`src/hdl/rv_core_settings.svh`:
```
// core-wide widths, opcodes and constants, included by the RTL and the testbench
`ifndef RV_CORE_SETTINGS_SVH
`define RV_CORE_SETTINGS_SVH

`define RV_XLEN     64
`define RV_ILEN     32
`define RV_REG_CNT  32
`define RV_REG_AW   5

// major opcodes handled by the core
`define RV_OP_ALRI  7'b0010011
`define RV_OP_ALRIW 7'b0011011
`define RV_OP_ALRR  7'b0110011
`define RV_OP_ALRRW 7'b0111011
`define RV_OP_LUI   7'b0110111
`define RV_OP_AUIPC 7'b0010111

// addi x0, x0, 0
`define RV_NOP      32'h0000_0013
`define RV_PC_STEP  4

`endif
```
`src/hdl/rv_core_pkg.sv`:
```
// shared types of the core, imported by every RTL module and the testbench
package rv_core_pkg;

`include "rv_core_settings.svh"

    // data word and instruction word
    typedef logic [`RV_XLEN-1:0] xlen_t;
    typedef logic [`RV_ILEN-1:0] instr_t;

    // register index, rs1/rs2/rd
    typedef logic [`RV_REG_AW-1:0] reg_idx_t;

    typedef logic [6:0] opcode_t;

    // four-phase handshake on the instruction port
    typedef enum logic {
        IDLE,
        ACKED
    } accept_state_t;

endpackage

```
`src/hdl/ins_accept.sv`:
```
// instruction port with four-phase req/ack, pc counter and fetch register for decode
`timescale 1ns/10ps

`include "rv_core_settings.svh"

module ins_accept (
    input  logic                 c_clk,
    input  logic                 c_rst_n,
    input  logic                 ins_req_i,
    input  rv_core_pkg::instr_t  ins_i,
    output logic                 ins_ack_o,
    output logic                 f_valid_o,
    output rv_core_pkg::instr_t  f_ins_o,
    output rv_core_pkg::xlen_t   f_pc_o
);
    import rv_core_pkg::*;

    accept_state_t state;
    xlen_t         pc;
    logic          accept;

    // new word only when the previous handshake has closed
    assign accept    = (state == IDLE) && ins_req_i;
    assign ins_ack_o = (state == ACKED);

    always_ff @(posedge c_clk or negedge c_rst_n) begin
        if (!c_rst_n) begin
            state     <= IDLE;
            pc        <= '0;
            f_valid_o <= 1'b0;
            f_ins_o   <= `RV_NOP;
            f_pc_o    <= '0;
        end else begin
            f_valid_o <= accept;
            case (state)
                IDLE: begin
                    if (ins_req_i) begin
                        state   <= ACKED;
                        f_ins_o <= ins_i;
                        f_pc_o  <= pc;
                        pc      <= pc + xlen_t'(`RV_PC_STEP);
                    end
                end
                // hold ack until the source drops req
                ACKED: begin
                    if (!ins_req_i) begin
                        state <= IDLE;
                    end
                end
                default: state <= IDLE;
            endcase
        end
    end

endmodule

```
`config.mk`:
```
export PLATFORM = sky130hd
export DESIGN_NAME = ins_accept
export DESIGN_NICKNAME = d
export VERILOG_FILES = /design/src/hdl/rv_core_pkg.sv /design/src/hdl/ins_accept.sv
export VERILOG_INCLUDE_DIRS = /design/src /design/src/hdl
export SDC_FILE = /design/constraint.sdc
export NUM_CORES = 1
export LEC_CHECK = 0
export BUFFER_PORTS_ARGS = -buffer_cell sky130_fd_sc_hd__buf_2
export CAP_MARGIN = 20
export CORE_ASPECT_RATIO = 1.1
export CORE_MARGIN = 8
export CORE_UTILIZATION = 40
export CTS_CLUSTER_SIZE = 30
export DETAILED_ROUTE_END_ITERATION = 8
export SLEW_MARGIN = 40
export SYNTH_ARGS = -nofsm -noshare
export SYNTH_HDL_FRONTEND = slang
export SYNTH_SLANG_ARGS = --single-unit
```
`constraint.sdc`:
```
create_clock -name c_clk -period 2.3 [get_ports c_clk]
set_clock_uncertainty 0.15 [all_clocks]
set_input_delay 0 -clock c_clk [delete_from_list [all_inputs] [get_ports c_clk]]
set_output_delay 0 -clock c_clk [all_outputs]
set_load 0.02 [all_outputs]
```
Word level (Yosys, flattened, before mapping)
Cells that the tools add are included.
- add/subtract/negate cells: 1
- multiplexer cells: 1
- bitwise logic cells: 1
- reductions and logical operators: 2
- operators with widths (cell ; count):
    $add A64 B3 Y64 const B ; 1
    $reduce_and A2 Y1 ; 1
    $logic_and A1 B1 Y1 ; 1
    $mux W1 ; 1
    $not A1 Y1 ; 1
- register bits: 162
- input bits: 35
- logic and storage cells: 10

Logic depth before layout (Yosys ltp)
- depth after elaboration: 2
- depth in mapped cells: 7

Least setup slack after synthesis
OpenSTA, ideal clock, no wires.
- path kind: register to register
- from: register state, in the netlist ins_ack_o
- to: register pc[60]
- library setup time: 123 ps
- data arrival time: 1691 ps
- data required time: 2027 ps
- setup slack: 336 ps
- stages on the path, launching flop included: 7
- cell sequence: dfrtp_1 nand3b_2 nor4_4 and3b_1 buf_4 nand4_1 xnor2_1
- word-level cells in the longest chain between the ends: 2
- RTL lines (item ; RTL line ; text):
    from (decl) ; ins_accept.sv:18 ; accept_state_t state;
    from (signal assigned) ; ins_accept.sv:28 ; state <= IDLE;
    from (signal assigned) ; ins_accept.sv:38 ; state <= ACKED;
    from (signal assigned) ; ins_accept.sv:47 ; state <= IDLE;
    $not A1 Y1 ; - ;
    $reduce_and A2 Y1 (no source line) ; - ;
    to (signal assigned) ; ins_accept.sv:41 ; pc <= pc + xlen_t'(`RV_PC_STEP);
    to (decl) ; ins_accept.sv:19 ; xlen_t pc;
No other way between the ends.
A chain may end at the register's enable or synchronous reset.

Final worst setup path
- from: register pc[2]
- to: register pc[48]
- word-level cells in the longest chain between the ends: 1
- RTL lines (item ; RTL line):
    $add A64 B3 Y64 ; ins_accept.sv:41
No other way between the ends.

==> reports/results.ini <==
[setup_path]
end_kind=flip-flop
crit_family=simple AND/OR/NAND/NOR gates
crit_arrival_ns=2.29
worstPathMaxFanout=9
crit_chain=ha_1 -> nand2_1 -> nor4_4 -> and3b_1 -> nand4_1 -> xnor2_1
critPathSlowestCell=and3b_1
cp-startpoint=pc[2]
rr_worst_depth=6
cp.required_ns=2.46
cp_num_buf_inv=0
r2r_slack_ns=0.17
critPathMaxStageDelay_ns=0.44
reg2reg_from=pc[2]
reg2reg_to=pc[48]
crit_type=flip-flop to flip-flop
cp-start-kind=flip-flop

[sta]
slew_viol_final=0
period_share=0.927
timing.hold.ws_ns=-0.00176
tns_ns=0
rsz0062_at_grt=false
worst_pin_slew_ns=0.620
hold_viol_final=9
fmax_ghz=0.469
period_needed_ns=2.13
setup_viol=0
max_slew_margin=0.584

[logic_synthesis]
synth_area_mm2=0.00662
yosys.area.top_type=dfrtp_1
yosysMostFrequentCell=nand2_1
synth_cell_types=36
synth_area_leaders=dfrtp_1 59%, nand2_1 17%, xnor2_1 4.4%
yosysTopAreaCellShare=0.586
synthCells=676
avgSynthCellArea_um2=9.79
synth_edf_count=0
synth_seq_cells=158
synthArstFlopShare=1.00
synth_common_cells=292 x nand2_1, 155 x dfrtp_1, 33 x xnor2_1, 28 x xor2_1, 21 x nor2_1
yosysWarnings=0
yosysSeqAreaShare=0.598
synth_ff_type=dfrtp_1

[clock_tree]
cts_tree=done
post_cts_resized=0
cts_root_buf=clkbuf_16
post_cts_buffers=0
numCtsBuffers=17
ctsLongestPathBuffers=2
ctsHtreeMaxLevel=4
clk-insertion-delay-late_ns=0.43
cts_hold_buf=35
clock_sinks=158
clk_pin_slew_ns=0.07

[layout]
drive_gt1_frac=0.239
area_growth_pct=28.6
nNetsFinal=880
diodes=0

[die]
die_h_um=151
fp.dieW_um=139
row_count=49
design.core.area_mm2=0.0163
io_pins=133
start_util=0.406
die_area_mm2=0.0209

[power]
switching_share=0.265
pwr-share-clk=0.429
pwr-share-seq=0.466
p_sw_mw=1.75
irDropWorstVdd_mv=0.520
p_leak_nw=4.59
powerDensity_mw_per_mm2=775
p_total_mw=6.59
p_int_mw=4.84
pwr-share-comb=0.106

[global_route]
grt_usage=0.160
first_global_vias=5344
grt_pass1_wl_mm=27.2
grt_remaining_overflow=0
grt_start_max_net_pins=106
antenna_found_initial=0

[detailed_routing]
drt_iter0_markers=249
routed_wl_mm=16.1
vias_per_cell=4.82
postRouteAntennaNets=0
drc=0
dr.pass1.iters=4
vias=5112
wl_per_cell_um=15.2

[job]
maxCapViolCount=0

[placed_design]
port_buffers=130
gp_congestion=0.804
dp_hpwl_mm=11.3

[run_status]
status=complete, but fails checks
violations=negative hold slack

[hold_path]
hold_path_class=input pin to asynchronous set/reset pin

-- worst min-delay path, stage by stage --
cell and delay, ns:
dlygate4sd3_1 0.54, buf_6 0.16, buf_16 0.25
-- power by group through the flow --
stage	registers (mW)	logic [mW]	clock network, mW
5_1_grt	3.09	0.767	3.01
4_1_cts	3.07	0.713	2.88
3_5_place_dp	3.12	0.658	0
3_3_place_gp	3.10	0.643	0
2_1_floorplan	3.25	0.213	0
6_report	3.07	0.698	2.83
-- stage by stage --
step / hold WS, ns / setup WS (ns) / std cells / util / instance area (µm²)
after global routing: 0.0186 / 0.0474 / 1061 / 0.522 / 8510
after floorplan: -0.446 / 0.336 / 677 / - / 6620
final: -0.00176 / 0.168 / 1061 / 0.522 / 8510
after detailed placement: -0.173 / 0.172 / 994 / 0.463 / 7550
after CTS: 0.00952 / 0.173 / 1061 / 0.522 / 8510
after global placement: -0.185 / 0.222 / 994 / 0.463 / 7550
-- cell type report --
class / count / area [µm²]
Timing Repair Buffer: 174 / 1140
Tap cell: 204 / 255
Sequential cell: 158 / 3960
Clock inverter: 14 / 156
Inverter: 13 / 48.8
Clock buffer: 18 / 439
Fill cell: 1486 / 7800
Multi-Input combinational cell: 480 / 2510
-- sequential cells by signal (all words and copies together), names as in the netlist --
signal     count
pc            62
ins_ack_o      1
f_ins_o       32
f_valid_o      1
f_pc_o        62
-- logic make-up (layout without fill, tap and decap cells) --
group	count (synthesis)	after routing	share of synthesized area
compound gates	9	9	0.00680
fa+ha+maj	1	1	0.00189
buf+inv	39	219	0.0244
xor+xnor	61	61	0.0807
simple gates	407	407	0.288
other cells	1	2	0.000567
flops	158	158	0.598
-- layer usage --
metal / vias to the layer above / GRT usage / part of all wire
met1: 2498 / 0.194 / 0.45
met5: - / 0 / 0
met3: 15 / 0.0397 / 0.033
met4: 0 / 0.0632 / 0.014
li1: 2503 / - / -
met2: 96 / 0.272 / 0.50
-- worst max-delay path by stage --
stage / end / slack (ns) / cells after the start
floorplan: pc[60] / 0.34 / 6
global placement: pc[52] / 0.22 / 5
detailed placement: pc[56] / 0.17 / 5
CTS: pc[56] / 0.17 / 6
global route: pc[44] / 0.05 / 5
finish: pc[48] / 0.17 / 6
-- placed cells by master, fill, tap and decap left out, types with 2 or more instances in the layout --
master         instances
nand4_1               19
nor4_4                 2
clkbuf_16             17
dlygate4sd3_1         34
dfstp_2                3
nand3_1               17
clkinv_2               3
dfrtp_1              155
xnor2_1               33
buf_12                 4
conb_1                 2
nor4_2                 8
o21ai_0                9
nand3_2                2
or2_2                  2
nand4_4                2
buf_4                  5
xor2_1                28
and3_1                 7
nor2_1                21
nor3_2                 5
nand4_2                3
inv_1                 12
clkinv_4               4
nor3_1                13
nor4_1                 4
nand2_1              292
bufinv_16              2
inv_6                  4
buf_2                129
Note: power is estimated with default switching activity, not from simulation.
