==> config.mk <==
export PLATFORM = sky130hd
export DESIGN_NAME = regfile
export DESIGN_NICKNAME = d
export VERILOG_FILES = /design/src/hdl/rv_core_pkg.sv /design/src/hdl/regfile.sv
export VERILOG_INCLUDE_DIRS = /design/src /design/src/hdl
export SDC_FILE = /design/constraint.sdc
export NUM_CORES = 2
export LEC_CHECK = 0
export BUFFER_PORTS_ARGS = -buffer_cell sky130_fd_sc_hd__buf_4
export CAP_MARGIN = 30
export CORE_MARGIN = 8
export CORE_UTILIZATION = 60
export DETAILED_ROUTE_END_ITERATION = 8
export HOLD_SLACK_MARGIN = 0.02
export PLACE_DENSITY = 0.77
export SLEW_MARGIN = 20
export SYNTH_ARGS = -nofsm -noshare
export SYNTH_HDL_FRONTEND = slang
export SYNTH_SLANG_ARGS = --single-unit
==> constraint.sdc <==
create_clock -name c_clk -period 3.2 [get_ports c_clk]
set_clock_uncertainty 0.15 [all_clocks]
set_input_delay 0.64 -clock c_clk [delete_from_list [all_inputs] [get_ports c_clk]]
set_output_delay 0.64 -clock c_clk [all_outputs]
set_load 0.005 [all_outputs]
==> src/hdl/rv_core_settings.svh <==
// core-wide widths, opcodes and constants, included by the RTL and the testbench
`ifndef RV_CORE_SETTINGS_SVH
`define RV_CORE_SETTINGS_SVH

`define RV_XLEN     64
`define RV_ILEN     32
`define RV_REG_CNT  32
`define RV_REG_AW   5

// major opcodes handled by the core
`define RV_OP_ALRI  7'b0010011
`define RV_OP_ALRIW 7'b0011011
`define RV_OP_ALRR  7'b0110011
`define RV_OP_ALRRW 7'b0111011
`define RV_OP_LUI   7'b0110111
`define RV_OP_AUIPC 7'b0010111

// addi x0, x0, 0
`define RV_NOP      32'h0000_0013
`define RV_PC_STEP  4

`endif
==> src/hdl/rv_core_pkg.sv <==
// shared types of the core, imported by every RTL module and the testbench
package rv_core_pkg;

`include "rv_core_settings.svh"

    // data word and instruction word
    typedef logic [`RV_XLEN-1:0] xlen_t;
    typedef logic [`RV_ILEN-1:0] instr_t;

    // register index, rs1/rs2/rd
    typedef logic [`RV_REG_AW-1:0] reg_idx_t;

    typedef logic [6:0] opcode_t;

    // four-phase handshake on the instruction port
    typedef enum logic {
        IDLE,
        ACKED
    } accept_state_t;

endpackage

==> src/hdl/regfile.sv <==
// integer register file, two combinational read ports and one synchronous write port
`timescale 1ns/10ps

`include "rv_core_settings.svh"

module regfile (
    input  logic                  c_clk,
    input  logic                  c_rst_n,
    input  rv_core_pkg::reg_idx_t rs1_i,
    input  rv_core_pkg::reg_idx_t rs2_i,
    output rv_core_pkg::xlen_t    rs1_data_o,
    output rv_core_pkg::xlen_t    rs2_data_o,
    input  logic                  we_i,
    input  rv_core_pkg::reg_idx_t rd_i,
    input  rv_core_pkg::xlen_t    rd_data_i
);
    import rv_core_pkg::*;

    xlen_t regs [`RV_REG_CNT];

    // x0 always reads as zero
    assign rs1_data_o = (rs1_i == '0) ? '0 : regs[rs1_i];
    assign rs2_data_o = (rs2_i == '0) ? '0 : regs[rs2_i];

    always_ff @(posedge c_clk or negedge c_rst_n) begin
        if (!c_rst_n) begin
            for (int i = 0; i < `RV_REG_CNT; i++) begin
                regs[i] <= '0;
            end
        end else if (we_i && (rd_i != '0)) begin
            regs[rd_i] <= rd_data_i;
        end
    end

endmodule

Word level (Yosys, flattened, before mapping)
Cells that the tools add are included.
- logic and storage cells: 55
- bits in registers: 2048
- output and inout port bits: 128
- input port bits: 82
- order comparisons: 4
- bitwise operators: 3
- multiplexer cells: 11
- reduce and logical (&&, ||, !) cells: 5
- operators with widths (cell ; number):
    $bwmux 2048 ; 1
    $bmux 64 s5 ; 2
    $mux 64 ; 7
    $demux 64 s5 ; 1
    $ge 6x6->1 const B ; 3
    $not 5->6 ; 3
    $logic_not 5->1 ; 2
    $lt 6x1->1 const B ; 1
    $reduce_bool 5->1 ; 1
    $logic_and 1x1->1 ; 2

Longest topological paths before layout
- depth in word-level cells: 6
- mapped depth: 10
- depth with buffers taken out: 4

Worst setup path before layout
No wires, ideal clock.
- path kind: input to output
- from: input port rs1_i[1]
- to: output port rs1_data_o[55]
- cell stages on the path: 7
- required time: 2.410 ns
- arrival: 2.290 ns
- buffers on the path: 3
- slack: 0.120 ns
- path through: buf_4 -> buf_4 -> clkbuf_1 -> mux4_2 -> mux2i_1 -> nor2_1 -> or4_1
- cells in the longest elaborated chain, start to end: 5
- elaborated cells on any way between the ends: 6
- those cells by class: mux: 4; bitwise: 1; reduce/logical: 1
- RTL lines (item ; RTL line ; source):
    start: declaration ; regfile.sv:9 ; input rv_core_pkg::reg_idx_t rs1_i,
    $not 5->6 (not written as such) ; regfile.sv:22 ; assign rs1_data_o = (rs1_i == '0) ? '0 : regs[rs1_i];
    $bmux 64 s5 ; regfile.sv:22 ;
    $mux 64 (not written as such) (2 in series) ; regfile.sv:22 ;
    $mux 64 * ; regfile.sv:22 ;
    end: declaration ; regfile.sv:11 ; output rv_core_pkg::xlen_t rs1_data_o,
Mark *: on every way between the ends. The rest lies on a longest branch, timed or not. The select of a mux whose other input is x is not followed.

Final worst setup path
- from: register regs[1112] (netlist name)
- to: output port rs1_data_o[24]
- cells in the longest elaborated chain, start to end: 4
- RTL lines (item ; RTL line ; source):
    start: declaration ; regfile.sv:19 ; xlen_t regs [`RV_REG_CNT];
    start signal: indexed assignment ; regfile.sv:31 ; regs[rd_i] <= rd_data_i;
    $bmux 64 s5 ; regfile.sv:22 ;
    $mux 64 (not written as such) (2 in series) ; regfile.sv:22 ;
    $mux 64 ; regfile.sv:22 ;
No other way between the ends. The select of a mux whose other input is x is not followed.

==> flow_summary.yaml <==
routing:
  drtIter0Drc: 8526
  vias: 73400
  dr.pass1.iters: 6
  wire_per_inst_um: 35.7
  dr_wl_met2_um: 167000
  highest_layer: "met5"
  viasPerCell: 7.29
  antenna_left: 0
  drc: 0
  wl_met3_um: 34600
  drt_wl_total_um: 360000
  wirelength_met1_um: 129000
critical_path:
  worst_path_largest_cell_delay_ns: 0.58
  critPathLaunchType: "register"
  worstReg2RegStart: "regs[610]"
  crit_start: "regs[1112]"
  end_kind: "output port"
  endpoint: "rs1_data_o[24]"
  crit_type: "reg2out"
  crit_family: "multiplexers"
  crit_fanout: 2
  cp_cell_sequence: "mux4_2 -> mux2i_1 -> nor2_1 -> or4_4 -> buf_6"
  ff2ff_path_depth: 3
  rrSetupSlack_ns: 2.00
  worstSetupPathDepth: 5
  required_ns: 2.41
  r2r_end: "regs[610]"
  crit_slowest_cell: "or4_4"
  critPathBufInv: 1
  arrival_ns: 2.75
clock_network:
  cts.htree.levels: 4
  cts_buffer_depth: 3
  clkSinkCount: 2048
  cts_buffers: 214
  cts_tree: "built"
  clk_pin_slew_ns: 0.06
  cts-root-buf: "clkbuf_16"
  clk_latency_ns: 0.86
synthesis:
  synth_cell_type_count: 49
  synth_flop_cell: "dfrtp_1"
  ys_warn_count: 0
  ys_seq_elements: 2048
  synth_fp_nets: 7016
  syn_avg_cell_area_sq_um: 15.6
  syn_inst: 6934
  synthArstFlopShare_pct: 100
  synth_edf_count: 0
  syn_area_sq_mm: 0.108
  ys_seq_area_share_pct: 47.4
floorplan:
  die_w_um: 441
  io_pins: 210
  rows: 156
  core_area_sq_mm: 0.180
  dieArea_sq_mm: 0.194
  die_h_um: 441
  start_util_pct: 60.1
pwr:
  ir_drop_v: 0.000455
  power_switching_mw: 21.8
  p_comb_share_pct: 23.2
  p_seq_share_pct: 43.7
  clkPwrFrac_pct: 33.1
  finalPower_mw: 79.3
  leakage_nw: 57.9
  internal-power_mw: 57.5
  p_per_area_mw_per_mm2: 607
  netSwitchingFraction_pct: 27.5
timing:
  slew_headroom_pct: 32.9
  worst_slack_ns: -0.344
  finalCritPeriodShare_pct: 111
  hold_viol: 0
  period_needed_ns: 3.54
  finalMaxSlewViolations: 0
  max_freq_mhz: 282
  rsz0062_at_grt: "yes"
  fin_hold_ws_ns: 0.0912
  tightest_slew_ns: 1.00
  setup_viol: 127
  finalSetupTns_ns: -14.07
final_layout:
  drive_gt1_share_pct: 59.4
  areaGrowthSynthToFinish_pct: 20.7
  layout_common_cells: "2048 x dfrtp_1, 1817 x mux2_2, 971 x mux4_2"
  reg.largest.list: "regs (2048)"
  largest_register: "regs"
  finalNetCount: 7576
  largest_reg_flops: 2048
  final_common_cell: "dfrtp_1"
job:
  maxCapViolations: 0
min_path:
  min-delay-path-class: "in2reg"
placement:
  portBuffers: 209
  dpl.hpwl_um: 210000
  gp_congestion: 0.856
global_routing:
  antenna_found_initial: 21
  grt_pass1_vias: 76300
  grt.overflow.total: 0
  grt_pass1_wl_um: 525000
  grt_max_degree: 107
  grt_usage_pct: 36.7
outcome:
  status: "finished, violations left"
  violations: "negative setup slack"
## through the flow
step / utilization, % / setup WS [ns] / instances / area [sq um]
final: 72.5 / -0.344 / 10100 / 131000
after detailed placement: 65.1 / -0.779 / 9353 / 117000
after global routing: 72.5 / -0.340 / 10100 / 131000
after global placement: 65.1 / -0.716 / 9352 / 117000
after CTS: 71.7 / -0.350 / 9942 / 129000
after floorplan: - / 0.120 / 6934 / 108000
## worst register-to-register path, stage by stage, from the launching register on
cell and delay, ns:
dfrtp_1 0.40, buf_6 0.13, buf_4 0.13, mux2_2 0.27
## cells in the mapped netlist (38+ instances only)
cell / n / area [sq um]
dfrtp_1: 2048 / 51200
mux2_2: 1828 / 20600
mux4_2: 971 / 21900
clkbuf_1: 459 / 1720
mux2i_1: 396 / 3960
buf_2: 259 / 1300
mux2_1: 208 / 2340
o22ai_1: 126 / 788
a22o_1: 58 / 508
a221oi_1: 53 / 464
o21ai_0: 45 / 225
nand2_1: 43 / 161
nor2b_1: 43 / 269
o22a_1: 42 / 368
or2_1: 39 / 244
buf_4: 38 / 285
## logic make-up after synthesis
| group | Yosys count | synth area share [%] |
|---|---|---|
| buf+inv | 813 | 3.38 |
| flops | 2048 | 47.4 |
| mux | 3403 | 45.1 |
| simple gates | 261 | 1.33 |
| compound gates | 409 | 2.81 |
## cell type report
cell class                 count  area [sq um]
sequential                  2048         51200
multi-input combinational   4073         54900
antenna                       19          47.5
fill                       10700         49400
tap                         2370          2970
clock inverter                94          1200
inverter                       2          10.0
clock buffer                 303          6230
timing repair buffer        1155         13900
## worst min-delay path by stage
stage	depth (start not counted)	slack, ns	start	end
global placement	0	0.21	regs[2002]	regs[2002]
floorplan	0	0.19	c_rst_n	regs[0]
global route	2	0.1	rd_data_i[46]	regs[494]
detailed placement	0	0.21	regs[2007]	regs[2007]
finish	2	0.09	rd_data_i[44]	regs[492]
CTS	2	0.05	rd_data_i[35]	regs[1123]
## layer usage
metal | track usage [%] | vias up
met1 | 47.0 | 39400
met4 | 24.8 | 2
met5 | 0 | -
met2 | 56.3 | 4542
met3 | 8.52 | 1329
li1 | - | 28100
## repair_timing
| item | 4_1_cts | 5_1_grt |
|---|---|---|
| gates cloned | 38 | 9 |
| pin swaps | 193 | 112 |
| gates resized for setup | 433 | 136 |
| setup buffers | 167 | 107 |
| hold buffers | 1 | 0 |
| hold endpoints to repair | 43 | 0 |
| endpoints found under the setup margin | 128 | 128 |
## power groups by stage
stage | registers [mW] | logic [mW] | clock network, mW
global placement | 34.3 | 15.7 | 0
CTS | 34.4 | 17.8 | 26.4
finish | 34.7 | 18.4 | 26.3
detailed placement | 34.8 | 16.3 | 0
global route | 35.1 | 19.3 | 27.5
floorplan | 33.4 | 11.7 | 0
No activity file was read; power rests on OpenSTA's default activity.
