File: config.mk
export PLATFORM = sky130hd
export DESIGN_NAME = decode_stage
export DESIGN_NICKNAME = d
export VERILOG_FILES = /design/src/hdl/rv_core_pkg.sv /design/src/hdl/decode_stage.sv
export VERILOG_INCLUDE_DIRS = /design/src /design/src/hdl
export SDC_FILE = /design/constraint.sdc
export NUM_CORES = 1
export LEC_CHECK = 0
export BUFFER_PORTS_ARGS = -buffer_cell sky130_fd_sc_hd__buf_2
export CORE_AREA = 2 2 209 211
export DETAILED_ROUTE_END_ITERATION = 6
export DIE_AREA = 0 0 211 213
export PLACE_DENSITY_LB_ADDON = 0.1
export SLEW_MARGIN = 20
export SYNTH_ARGS = -nofsm -noshare
export SYNTH_HDL_FRONTEND = slang
export SYNTH_SLANG_ARGS = --single-unit
File: constraint.sdc
create_clock -name c_clk -period 0.8 [get_ports c_clk]
set_input_delay 0.12 -clock c_clk [delete_from_list [all_inputs] [get_ports c_clk]]
set_output_delay 0.12 -clock c_clk [all_outputs]
set_load 0.02 [all_outputs]
File: src/hdl/rv_core_settings.svh
// core-wide widths, opcodes and constants, included by the RTL and the testbench
`ifndef RV_CORE_SETTINGS_SVH
`define RV_CORE_SETTINGS_SVH

`define RV_XLEN     64
`define RV_ILEN     32
`define RV_REG_CNT  32
`define RV_REG_AW   5

// major opcodes handled by the core
`define RV_OP_ALRI  7'b0010011
`define RV_OP_ALRIW 7'b0011011
`define RV_OP_ALRR  7'b0110011
`define RV_OP_ALRRW 7'b0111011
`define RV_OP_LUI   7'b0110111
`define RV_OP_AUIPC 7'b0010111

// addi x0, x0, 0
`define RV_NOP      32'h0000_0013
`define RV_PC_STEP  4

`endif
File: src/hdl/rv_core_pkg.sv
// shared types of the core, imported by every RTL module and the testbench
package rv_core_pkg;

`include "rv_core_settings.svh"

    // data word and instruction word
    typedef logic [`RV_XLEN-1:0] xlen_t;
    typedef logic [`RV_ILEN-1:0] instr_t;

    // register index, rs1/rs2/rd
    typedef logic [`RV_REG_AW-1:0] reg_idx_t;

    typedef logic [6:0] opcode_t;

    // four-phase handshake on the instruction port
    typedef enum logic {
        IDLE,
        ACKED
    } accept_state_t;

endpackage

File: src/hdl/decode_stage.sv
// decode stage: operand read with writeback forwarding, immediates and the ID/EX register
`timescale 1ns/10ps

`include "rv_core_settings.svh"

module decode_stage (
    input  logic                  c_clk,
    input  logic                  c_rst_n,
    input  logic                  f_valid_i,
    input  rv_core_pkg::instr_t   f_ins_i,
    input  rv_core_pkg::xlen_t    f_pc_i,
    output rv_core_pkg::reg_idx_t rs1_o,
    output rv_core_pkg::reg_idx_t rs2_o,
    input  rv_core_pkg::xlen_t    rs1_data_i,
    input  rv_core_pkg::xlen_t    rs2_data_i,
    input  logic                  wb_valid_i,
    input  rv_core_pkg::reg_idx_t wb_rd_i,
    input  rv_core_pkg::xlen_t    wb_data_i,
    output logic                  x_valid_o,
    output rv_core_pkg::instr_t   x_ins_o,
    output rv_core_pkg::xlen_t    x_pc_o,
    output rv_core_pkg::xlen_t    x_a_o,
    output rv_core_pkg::xlen_t    x_b_o
);
    import rv_core_pkg::*;

    opcode_t opcode;
    logic    supported;
    logic    is_rr;
    logic    is_upper;
    xlen_t   rs1_val;
    xlen_t   rs2_val;
    xlen_t   imm_i;
    xlen_t   imm_u;
    xlen_t   op_a;
    xlen_t   op_b;

    assign opcode = f_ins_i[6:0];
    assign rs1_o  = f_ins_i[19:15];
    assign rs2_o  = f_ins_i[24:20];

    assign is_rr    = (opcode == `RV_OP_ALRR) || (opcode == `RV_OP_ALRRW);
    assign is_upper = (opcode == `RV_OP_LUI) || (opcode == `RV_OP_AUIPC);
    assign supported = is_rr || is_upper
                     || (opcode == `RV_OP_ALRI) || (opcode == `RV_OP_ALRIW);

    // previous result not yet in the register file
    assign rs1_val = (wb_valid_i && (wb_rd_i != '0) && (wb_rd_i == rs1_o))
                   ? wb_data_i : rs1_data_i;
    assign rs2_val = (wb_valid_i && (wb_rd_i != '0) && (wb_rd_i == rs2_o))
                   ? wb_data_i : rs2_data_i;

    assign imm_i = {{52{f_ins_i[31]}}, f_ins_i[31:20]};
    assign imm_u = {{32{f_ins_i[31]}}, f_ins_i[31:12], 12'b0};

    assign op_a = (opcode == `RV_OP_AUIPC) ? f_pc_i
                : (opcode == `RV_OP_LUI)   ? '0
                : rs1_val;
    assign op_b = is_rr ? rs2_val : (is_upper ? imm_u : imm_i);

    // unsupported words become bubbles
    always_ff @(posedge c_clk or negedge c_rst_n) begin
        if (!c_rst_n) begin
            x_valid_o <= 1'b0;
            x_ins_o   <= `RV_NOP;
        end else begin
            x_valid_o <= f_valid_i && supported;
            x_ins_o   <= f_valid_i ? f_ins_i : `RV_NOP;
        end
    end

    always_ff @(posedge c_clk) begin
        x_pc_o <= f_pc_i;
        x_a_o  <= op_a;
        x_b_o  <= op_b;
    end

endmodule

# Word level (Yosys, flattened, before mapping)
# Index checks and enable logic that the tools add are counted.
# op_classes
n_reduce_logical	10
muxes	7
n_eq_ne	8
# op_table
cell	n
$mux W64	5
$mux W32	1
$mux W31	1
$eq A7 B5 Y1 const B	3
$eq A7 B6 Y1 const B	3
$eq A5 B5 Y1	2
$logic_or A1 B1 Y1	5
$reduce_bool A5 Y1	1
$logic_and A1 B1 Y1	4
# word_totals
ff_bits	225
output_inout_bits	235
in_bits	297

# Logic depth before layout (Yosys ltp)
# Gate-level depths: netlist (run 1).
# logic_depth
depth_word	6
ltp_mapped	7

# Least setup slack after synthesis (run 1)
# OpenSTA, ideal clock, no wires.
# synth_path
path_kind	input-to-reg
start	input port wb_rd_i[1]
end	register x_b_o[21]
n_path_buf	2
arrival_time_ns	1.384
path_stages	6
setup_slack_ns	-0.715
path_cell_list	or4_4 o211a_1 buf_2 buf_2 nand4_1 o211ai_1
# synth_between
elab_chain_len	5
word_cells_on_any_way	6
# synth_rtl
item	line_no	rtl
start: declaration	decode_stage.sv:17	input rv_core_pkg::reg_idx_t wb_rd_i,
$reduce_bool A5 Y1	decode_stage.sv:50	assign rs2_val = (wb_valid_i && (wb_rd_i != '0) && (wb_rd_i == rs2_o))
$logic_and A1 B1 Y1	decode_stage.sv:50	
$logic_and A1 B1 Y1 (*)	decode_stage.sv:50	
$mux W64 (*)	decode_stage.sv:51	? wb_data_i : rs2_data_i;
$mux W64 (*)	decode_stage.sv:59	assign op_b = is_rr ? rs2_val : (is_upper ? imm_u : imm_i);
net op_b[21]	decode_stage.sv:36	xlen_t op_b;
end signal: assignment	decode_stage.sv:75	x_b_o <= op_b;
end: declaration	decode_stage.sv:23	output rv_core_pkg::xlen_t x_b_o
# The timed path passes the listed nets; every way through them passes the cells marked *.

# Worst setup path in the final report (run 1)
# layout_path
start	register x_ins_o[1]
end	output port x_ins_o[1]
# layout_rtl
item	line_no	rtl
start: declaration	decode_stage.sv:20	output rv_core_pkg::instr_t x_ins_o,
start signal: assignment	decode_stage.sv:65	x_ins_o <= `RV_NOP;
start signal: assignment	decode_stage.sv:68	x_ins_o <= f_valid_i ? f_ins_i : `RV_NOP;
# No word-level cell between the ends.

==> results by group, run 1 <==
Floorplan
  • Chip Width: approximately 210 µm
  • Die area: 44,900 µm²
  • FP Rows: 76
  • IO Count: about 530
  • Initial core utilization: 0.193
  • Die height: 213 µm
  • Core box area: 42,700 µm²

Clocking
  • Max clock buf depth: 3
  • TritonCTS clock tree: yes
  • CTS sink count: 225
  • Clock tree root driver cell: clkbuf_16
  • CTS Hold Bufs: 291
  • H-tree levels: 1
  • Worst-path clk slew: about 0.060 ns
  • CTS buffer count: 28

Routing
  • Initial DRC Count: a little under 500
  • DR pass1 iterations: 5
  • Residual DRC: 0
  • Post-route ant nets: 0
  • Routed WL per cell: 22.6 µm
  • Final WL: 52,900 µm
  • Drt via density: 4.60
  • Via count: 10,800

Yosys
  • Synthesis warning total: 0
  • Cell variety after synth: 28
  • Post-synth top area share: 0.467
  • Syn avg cell area: 9.44 µm²
  • Post-synthesis instance total: about 870
  • Sequential share of the synthesized area: 0.568
  • Largest area contributor in the netlist: dfxtp_1
  • Post-Syn Area: slightly above 8000 µm²
  • Yosys reg bits: 225
  • Net Count, Synth: 1,168
  • Synth area leaders: dfxtp_1 (47%), dfrtp_1 (9.1%), a31oi_1 (7.4%)

Setup path
  • Crit path max-delay family: flip-flops
  • Critical path's largest stage delay: 0.53 ns
  • CP required: around 0.68 ns
  • CP max-delay cell: dfstp_2
  • Critical Setup Path Class: flip-flop to primary output
  • Element type at the critical path end: primary output
  • CP arrival: ~1.2 ns
  • Critical Path, Cell by Cell: buf_6
  • Crit path max fanout: 1
  • Startpoint types: flip-flop
  • Crit path depth: 1
  • Buffers & Inverters on Critical Path: 1

Global routing
  • Vias in the first global route: 11,400
  • Met1 GRT Util: 0.264
  • Met3 GRT Util: 0.0409
  • Busiest grt layer: met2
  • Grt ovf: 0
  • Overall Global Routing Usage: 0.217
  • Global-route wire length before repair: 73,100 µm
  • M2 GR Usage: 0.390
  • Largest net degree at the start of global routing: 65
  • Initial antenna violation count: 5

Power
  • Combinational power share: 0.254
  • Total internal power: ~24 mW
  • Net Sw Power: between 9 and 10 mW
  • Pwr dens: 1760 nW/µm²
  • Leakage Power: 8.26 nW
  • Sw frac: 0.287
  • Register share of total power: 0.365
  • Clock network fraction of total power: 0.381
  • VDD IR max: 0.00135 V

Timing
  • Final worst slack: -0.526 ns
  • Final min period: 1.33 ns
  • Max-slew violations: 0
  • Worst rel slew slack: 0.572
  • RSZ-0062 raised after global routing: true
  • Final setup fails: 353
  • Min Hold Slack: -0.0144 ns
  • Tcrit/Tclk final: 1.66
  • Final Hold Viols: 6
  • Slew @ Worst Pin: ~0.64 ns
  • FMAX: approximately 750 MHz

Layout
  • # nets final: 2,066
  • Layout area overhead: 135%
  • Most common cell after layout, fill and taps aside: buf_2
  • Commonest cells after routing, fill and taps aside: buf_2 (304), dlygate4sd3_1 (291), buf_6 (236), dfxtp_2 (192), a31oi_1 (96)
  • Share of cells above drive strength 1: 0.596
  • Final Util: 0.452
  • FILL cells: between 4,000 and 5,000

Placement
  • GPL Wtd Cong: 0.868
  • Worst Setup Slack post-DPL: -1.05 ns
  • Port bufs: 531
  • Detailed Place HPWL: 34,400 µm

Outcome
  • Failing checks: hold timing, setup timing
  • Status: finished with violations

Flow run
  • Max-cap violations: 0

Worst hold path
  • Min-Delay Path Class: primary input to async pin
==> worst paths after layout <==
check                       startpoint           to  slack (ns)
max in group asynchronous      c_rst_n  x_ins_o[28]        0.39
worst max-delay path        x_ins_o[1]   x_ins_o[1]       -0.53
min in group c_clk         f_ins_i[22]    x_b_o[22]        0.04
worst min-delay path           c_rst_n   x_ins_o[6]       -0.01
==> per-layer routing <==
layer / wire length [µm] / share of wire
met2: 26900 / 0.51
met5: 22 / 0.00042
met4: 1480 / 0.028
met3: 3110 / 0.059
met1: 21400 / 0.41
==> cell usage after synthesis (all sizes together) <==
| cell | instances |
|---|---|
| nand2 | 45 |
| clkbuf | 61 |
| dfstp | 3 |
| nand3 | 97 |
| o21ai | 98 |
| and3 | 1 |
| inv | 1 |
| and4b | 1 |
| buf | 43 |
| or4 | 1 |
| dfrtp | 30 |
| dfxtp | 192 |
| and2 | 31 |
| nand4 | 33 |
| nor2 | 2 |
| xnor2 | 10 |
| a31oi | 97 |
| o211ai | 33 |
| o211a | 2 |
| nand2b | 3 |
| a22oi | 19 |
| a21oi | 64 |
| and4 | 2 |
| nor2b | 2 |
==> logic make-up after synthesis <==
logic type	share of synthesized area
AOI/OAI and AO/OA	0.226
DFF	0.568
and+or+nand+nor	0.138
buffers and inverters	0.0572
xor gates and xnor gates	0.0106
==> layout make-up <==
class,count,area [µm²],share of cell area
antenna,2,5.00,0.000259
clock buffer,44,862,0.0447
clock inverter,7,66.3,0.00343
inverter,1,3.75,0.000194
multi-input combinational,545,3840,0.199
sequential,225,4910,0.255
tap,546,683,0.0354
timing repair buffer,968,8940,0.463
==> through the flow <==
stage	std cells	TNS, ns	power (mW)	area (µm²)
6_report	2338	-128.71	34.0	19300
5_1_grt	2338	-138.53	35.2	19300
4_1_cts	2328	-134.22	33.7	18700
3_5_place_dp	1950	-120.47	17.3	12300
3_3_place_gp	1950	-120.37	17.3	12300
2_1_floorplan	871	-85.34	14.6	8320
==> power by group through the flow <==
stage	Combinational [mW]	Sequential [mW]	Clock (mW)
6_report	8.64	12.4	12.9
5_1_grt	9.08	12.5	13.7
4_1_cts	8.08	12.4	13.3
3_5_place_dp	4.98	12.3	0
3_3_place_gp	4.99	12.3	0
2_1_floorplan	1.33	13.2	0
==> what timing repair did <==
item | in CTS | in global routing
gates resized for setup | 777 | 170
buffers inserted | 17 | 13
hold endpoints to repair | 258 | 6
cloned | 19 | 9
setup endpoints to repair | 353 | 353
pin swaps | 97 | 172
==> flip-flops by register name, summed over array words and instances, names as in the netlist <==
signal	count
x_valid_o	1
x_pc_o	64
x_ins_o	32
x_b_o	64
x_a_o	64
(Power assumes the default switching activity.)
==> run 2, diff against run 1 <==
SETUP_SLACK_MARGIN = 0.3   (was unset)
==> results by group, run 2 (synthesized netlist as in run 1, its figures left out) <==
Routing
  • Via count: approximately 10,000
  • Final WL: between 50,000 and 60,000 µm
  • DR pass1 iterations: 7
  • Drt via density: between 4 and 5
  • Initial DRC Count: between 500 and 600
  • Post-route ant nets: 0
  • Routed WL per cell: 22.1 µm
  • Residual DRC: 0

Clocking
  • Clock tree root driver cell: clkbuf_16
  • CTS sink count: 225
  • CTS buffer count: 28
  • TritonCTS clock tree: yes
  • H-tree levels: 1
  • Max clock buf depth: 3
  • Worst-path clk slew: approximately 0.060 ns

Setup path
  • Critical path's largest stage delay: 0.55 ns
  • Element type at the critical path end: flip-flop
  • CP required: 1.28 ns
  • Most used cell, CP: buf_6
  • CP max-delay cell: or4_4
  • Startpoint types: primary input
  • Critical Setup Path Class: primary input to flip-flop
  • Crit path max fanout: 8
  • CP arrival: 1.89 ns
  • Critical Path, Cell by Cell: buf_6 -> or4_4 -> buf_6 -> o211ai_4 -> buf_6 -> buf_12 -> buf_12 -> buf_16 -> o21ai_1 -> a31oi_1

Timing
  • RSZ-0062 raised after global routing: true
  • Final Hold Viols: 119
  • FMAX: 710 MHz
  • Final setup fails: roughly 350
  • Worst rel slew slack: 0.504
  • Aggregate negative setup slack: -140.35 ns
  • Final min period: 1.41 ns
  • Slew @ Worst Pin: 0.744 ns
  • Tcrit/Tclk final: 1.76
  • Min Hold Slack: -0.164 ns
  • Final worst slack: -0.609 ns
  • Max-slew violations: 0

Placement
  • GPL Wtd Cong: about 0.84
  • Worst Setup Slack post-DPL: -1.11 ns
  • Placed Cells incl. Taps: slightly below 2,000
  • Detailed Place HPWL: 34,900 µm
  • Port bufs: approximately 530

Floorplan
  • Chip Width: 211 µm
  • IO Count: 532
  • Initial core utilization: 0.193
  • FP Rows: 76
  • Die area: 44,900 µm²
  • Die height: between 200 and 250 µm
  • Core box area: about 43,000 µm²

Layout
  • Share of cells above drive strength 1: 0.600
  • Commonest cells after routing, fill and taps aside: buf_2 (284), buf_6 (265), dlygate4sd3_1 (225), dfxtp_2 (191), a31oi_1 (95)
  • Layout area overhead: 129%
  • Post-Layout Cell Count: 2,279
  • FILL cells: just over 4,000
  • Top Registers: x_a_o (64), x_b_o (64), x_pc_o (64)
  • # nets final: 2,006
  • Most common cell after layout, fill and taps aside: buf_2

Global routing
  • M2 GR Usage: 0.383
  • Busiest grt layer: met2
  • Vias in the first global route: approximately 11,000
  • Global-route wire length before repair: 71,200 µm
  • Largest net degree at the start of global routing: 67
  • Grt ovf: 0
  • Overall Global Routing Usage: 0.214
  • Met3 GRT Util: 0.0479
  • Initial antenna violation count: 6
  • Met1 GRT Util: 0.261

Power
  • Leakage Power: 8.08 nW
  • VDD IR max: 0.00145 V
  • Pwr dens: 1830 nW/µm²
  • Total power: 34.4 mW

Worst hold path
  • Min-Delay Path Class: primary input to flip-flop
  • Hold depth: 3
  • HP Start: wb_data_i[53]
  • Worst Hold End: x_b_o[53]

Outcome
  • Status: finished with violations
  • Failing checks: hold timing, setup timing

Flow run
  • Max-cap violations: 0
[run 2: changes by cell type in the layout (fill, tap and decap cells not counted), sizes merged, moves of 2 or more]
cell / change
buf: +12
bufinv: +3
dlygate4sd3: -66
diode: +2
clkbuf: -10
[run 2: power breakdown]
part,leakage (nW),switching (mW),internal [mW]
Combinational,5.55,3.87,4.51
Clock,0.488,5.23,8.43
Sequential,2.04,0.336,12.1
[run 2: cell type report]
cell class / instances / area, µm² / area share
Clock buffer: 38 / 821 / 0.0436
Timing Repair Buffer: 910 / 8630 / 0.459
Antenna cell: 4 / 10.0 / 0.000532
Sequential cell: 225 / 4920 / 0.261
Tap cell: 546 / 683 / 0.0363
Clock inverter: 12 / 166 / 0.00885
Inverter: 1 / 3.75 / 0.000200
Multi-Input combinational cell: 543 / 3580 / 0.190
[run 2: per-layer routing]
layer  up-vias  wire length [µm]
li1       4917                 -
met3        51              3380
met1      5018             20400
met2       399             25700
met4         4               785
met5         -                30
[run 2: timing repair]
action	in CTS	in global routing
pin swaps	110	81
hold buffers	223	4
hold endpoints to repair	258	120
resized for setup	766	53
endpoints found under the setup margin	363	365
cloned	19	3
buffers inserted	34	4
[run 2: worst max-delay path: cells and delay by family]
kind / cells / cell delay (ns)
compound gates: 3 / 0.43
buf+inv: 6 / 0.77
simple gates: 1 / 0.55
[run 2: through the flow]
stage | util | instance area, µm²
finish | 0.440 | 18800
detailed placement | 0.288 | 12300
CTS | 0.432 | 18500
global route | 0.440 | 18800
global placement | 0.288 | 12300
floorplan | - | 8480
[run 2: how the worst max path moves through the flow]
| stage | startpoint | end | slack, ns | depth (start not counted) |
|---|---|---|---|---|
| 2_1_floorplan | wb_rd_i[4] | x_b_o[34] | -0.68 | 6 |
| 3_3_place_gp | wb_rd_i[4] | x_b_o[33] | -1.07 | 6 |
| 3_5_place_dp | wb_rd_i[4] | x_b_o[60] | -1.11 | 6 |
| 4_1_cts | x_ins_o[1] | x_ins_o[1] | -0.57 | 1 |
| 5_1_grt | wb_rd_i[3] | x_a_o[0] | -0.65 | 10 |
| 6_report | wb_rd_i[3] | x_a_o[16] | -0.61 | 10 |
==> run 3, diff against run 2 <==
REMOVE_ABC_BUFFERS = 1   (was unset)
SLEW_MARGIN = unset   (was 20)
==> results by group, run 3 (synthesized netlist as in run 1, its figures left out) <==
Layout
  • Top Registers: x_a_o (64), x_b_o (64), x_pc_o (64)
  • Share of cells above drive strength 1: 0.631
  • Post-Layout Cell Count: 2,283
  • FILL cells: 4,088
  • # nets final: 2,015
  • Finished layout cell area: 19,300 µm²
  • Layout area overhead: 135%
  • Most common cell after layout, fill and taps aside: buf_2
  • Final Util: 0.453
  • Storage cell area: slightly below 5000 µm²
  • Commonest cells after routing, fill and taps aside: buf_2 (284), buf_6 (274), dlygate4sd3_1 (220), dfxtp_2 (192), a31oi_1 (94)
  • Multi-input gate area: 3960 µm²

Setup path
  • Buffers & Inverters on Critical Path: 5
  • Startpoint types: primary input
  • CP required: 1.27 ns
  • Critical Path, Cell by Cell: buf_8 -> or4_4 -> buf_6 -> o211ai_4 -> buf_12 -> buf_12 -> buf_16 -> o21ai_2 -> a31oi_1
  • Crit path depth: 9
  • Element type at the critical path end: flip-flop
  • Critical Setup Path Class: primary input to flip-flop
  • Most used cell, CP: buf_12
  • Crit path max-delay family: buffers and inverters
  • CP arrival: 1.82 ns
  • Critical path's largest stage delay: between 0.5 and 0.6 ns
  • CP max-delay cell: or4_4
  • Crit path max fanout: 6

Timing
  • Aggregate negative setup slack: -135.28 ns
  • Tcrit/Tclk final: 1.68
  • FMAX: roughly 740 MHz
  • Final setup fails: 353
  • Final worst slack: -0.546 ns
  • Worst rel slew slack: 0.373
  • Slew @ Worst Pin: 0.938 ns
  • Final Hold Viols: around 110
  • RSZ-0062 raised after global routing: true
  • Final min period: between 1 and 1.5 ns
  • Max-slew violations: 0
  • Min Hold Slack: -0.185 ns

Worst hold path
  • Min-Delay Path Class: primary input to flip-flop
  • Worst Hold End: x_b_o[33]
  • Hold depth: 3
  • HP Start: rs2_data_i[33]

Routing
  • Post-route ant nets: 0
  • Drt via density: 4.61
  • Final WL: 52,100 µm
  • Routed WL per cell: between 20 and 25 µm
  • Residual DRC: 0
  • Via count: 10,500
  • Initial DRC Count: 458
  • DR pass1 iterations: 7

Placement
  • Area after DPL: 12,100 µm²
  • Worst Setup Slack post-DPL: -1.15 ns
  • GPL Wtd Cong: approximately 0.8
  • Placed Cells incl. Taps: between 1,500 and 2,000
  • Port bufs: around 530
  • Detailed Place HPWL: 32,000 µm

Clocking
  • Clock tree root driver cell: clkbuf_16
  • TritonCTS clock tree: yes
  • Worst-path clk slew: about 0.060 ns
  • CTS sink count: 225
  • Max clock buf depth: 3
  • CTS buffer count: 28
  • H-tree levels: 1

Power
  • Leakage Power: 8.17 nW
  • VDD IR max: 0.00136 V
  • Pwr dens: 1760 nW/µm²

Global routing
  • Grt ovf: 0
  • Global-route wire length before repair: roughly 73,000 µm
  • Vias in the first global route: ~11,000
  • Overall Global Routing Usage: 0.219
  • Largest net degree at the start of global routing: 49
  • Initial antenna violation count: 9

Floorplan
  • Core box area: 42,700 µm²
  • Initial core utilization: 0.193
  • Chip Width: 211 µm
  • Die area: 44,900 µm²
  • Die height: 213 µm
  • FP Rows: 76
  • IO Count: about 530

Outcome
  • Status: finished with violations
  • Failing checks: hold timing, setup timing

Flow run
  • Max-cap violations: 0
-- run 3: metrics by stage --
stage | power, mW | hold slack [ns]
after global routing | 35.2 | -0.184
after detailed placement | 17.2 | 0.110
final | 34.0 | -0.185
after floorplan | 14.2 | -0.176
after CTS | 33.9 | -0.197
after global placement | 17.2 | 0.108
-- run 3: layout make-up --
| class | count | share of cell area |
|---|---|---|
| clock buffer | 41 | 0.0430 |
| clock inverter | 6 | 0.00285 |
| timing repair buffer | 916 | 0.459 |
| antenna | 2 | 0.000259 |
| inverter | 1 | 0.000194 |
| sequential | 225 | 0.254 |
| tap | 546 | 0.0354 |
| multi-input combinational | 546 | 0.205 |
-- run 3: how the worst max path moves through the flow --
stage / from / to / slack (ns)
finish: wb_rd_i[2] / x_b_o[54] / -0.55
global route: wb_rd_i[2] / x_b_o[54] / -0.59
CTS: x_ins_o[4] / x_ins_o[4] / -0.55
detailed placement: f_ins_i[20] / x_b_o[12] / -1.15
global placement: f_ins_i[20] / x_b_o[10] / -1.20
floorplan: f_ins_i[6] / x_b_o[31] / -2.51
-- run 3: per-layer routing --
layer  GRT usage  up-vias  wire length, µm
met1       0.258     5117            20900
met2       0.390      361            26300
met5           0        -               60
li1            -     4931                -
met4      0.0828       10             1840
met3      0.0463       99             3000
-- run 3: what timing repair did --
action,in CTS,in global routing
gates cloned,28,4
setup buffers,41,14
hold buffers,225,1
endpoints found under the setup margin,363,370
hold endpoints to repair,258,108
gates resized for setup,921,78
pin swaps,207,86
-- run 3: where the power goes --
group	internal [mW]	total, mW	leakage, nW	switching, mW
Sequential	12.1	12.4	2.04	0.332
Combinational	4.84	9.11	5.69	4.27
Clock	7.41	12.5	0.441	5.08
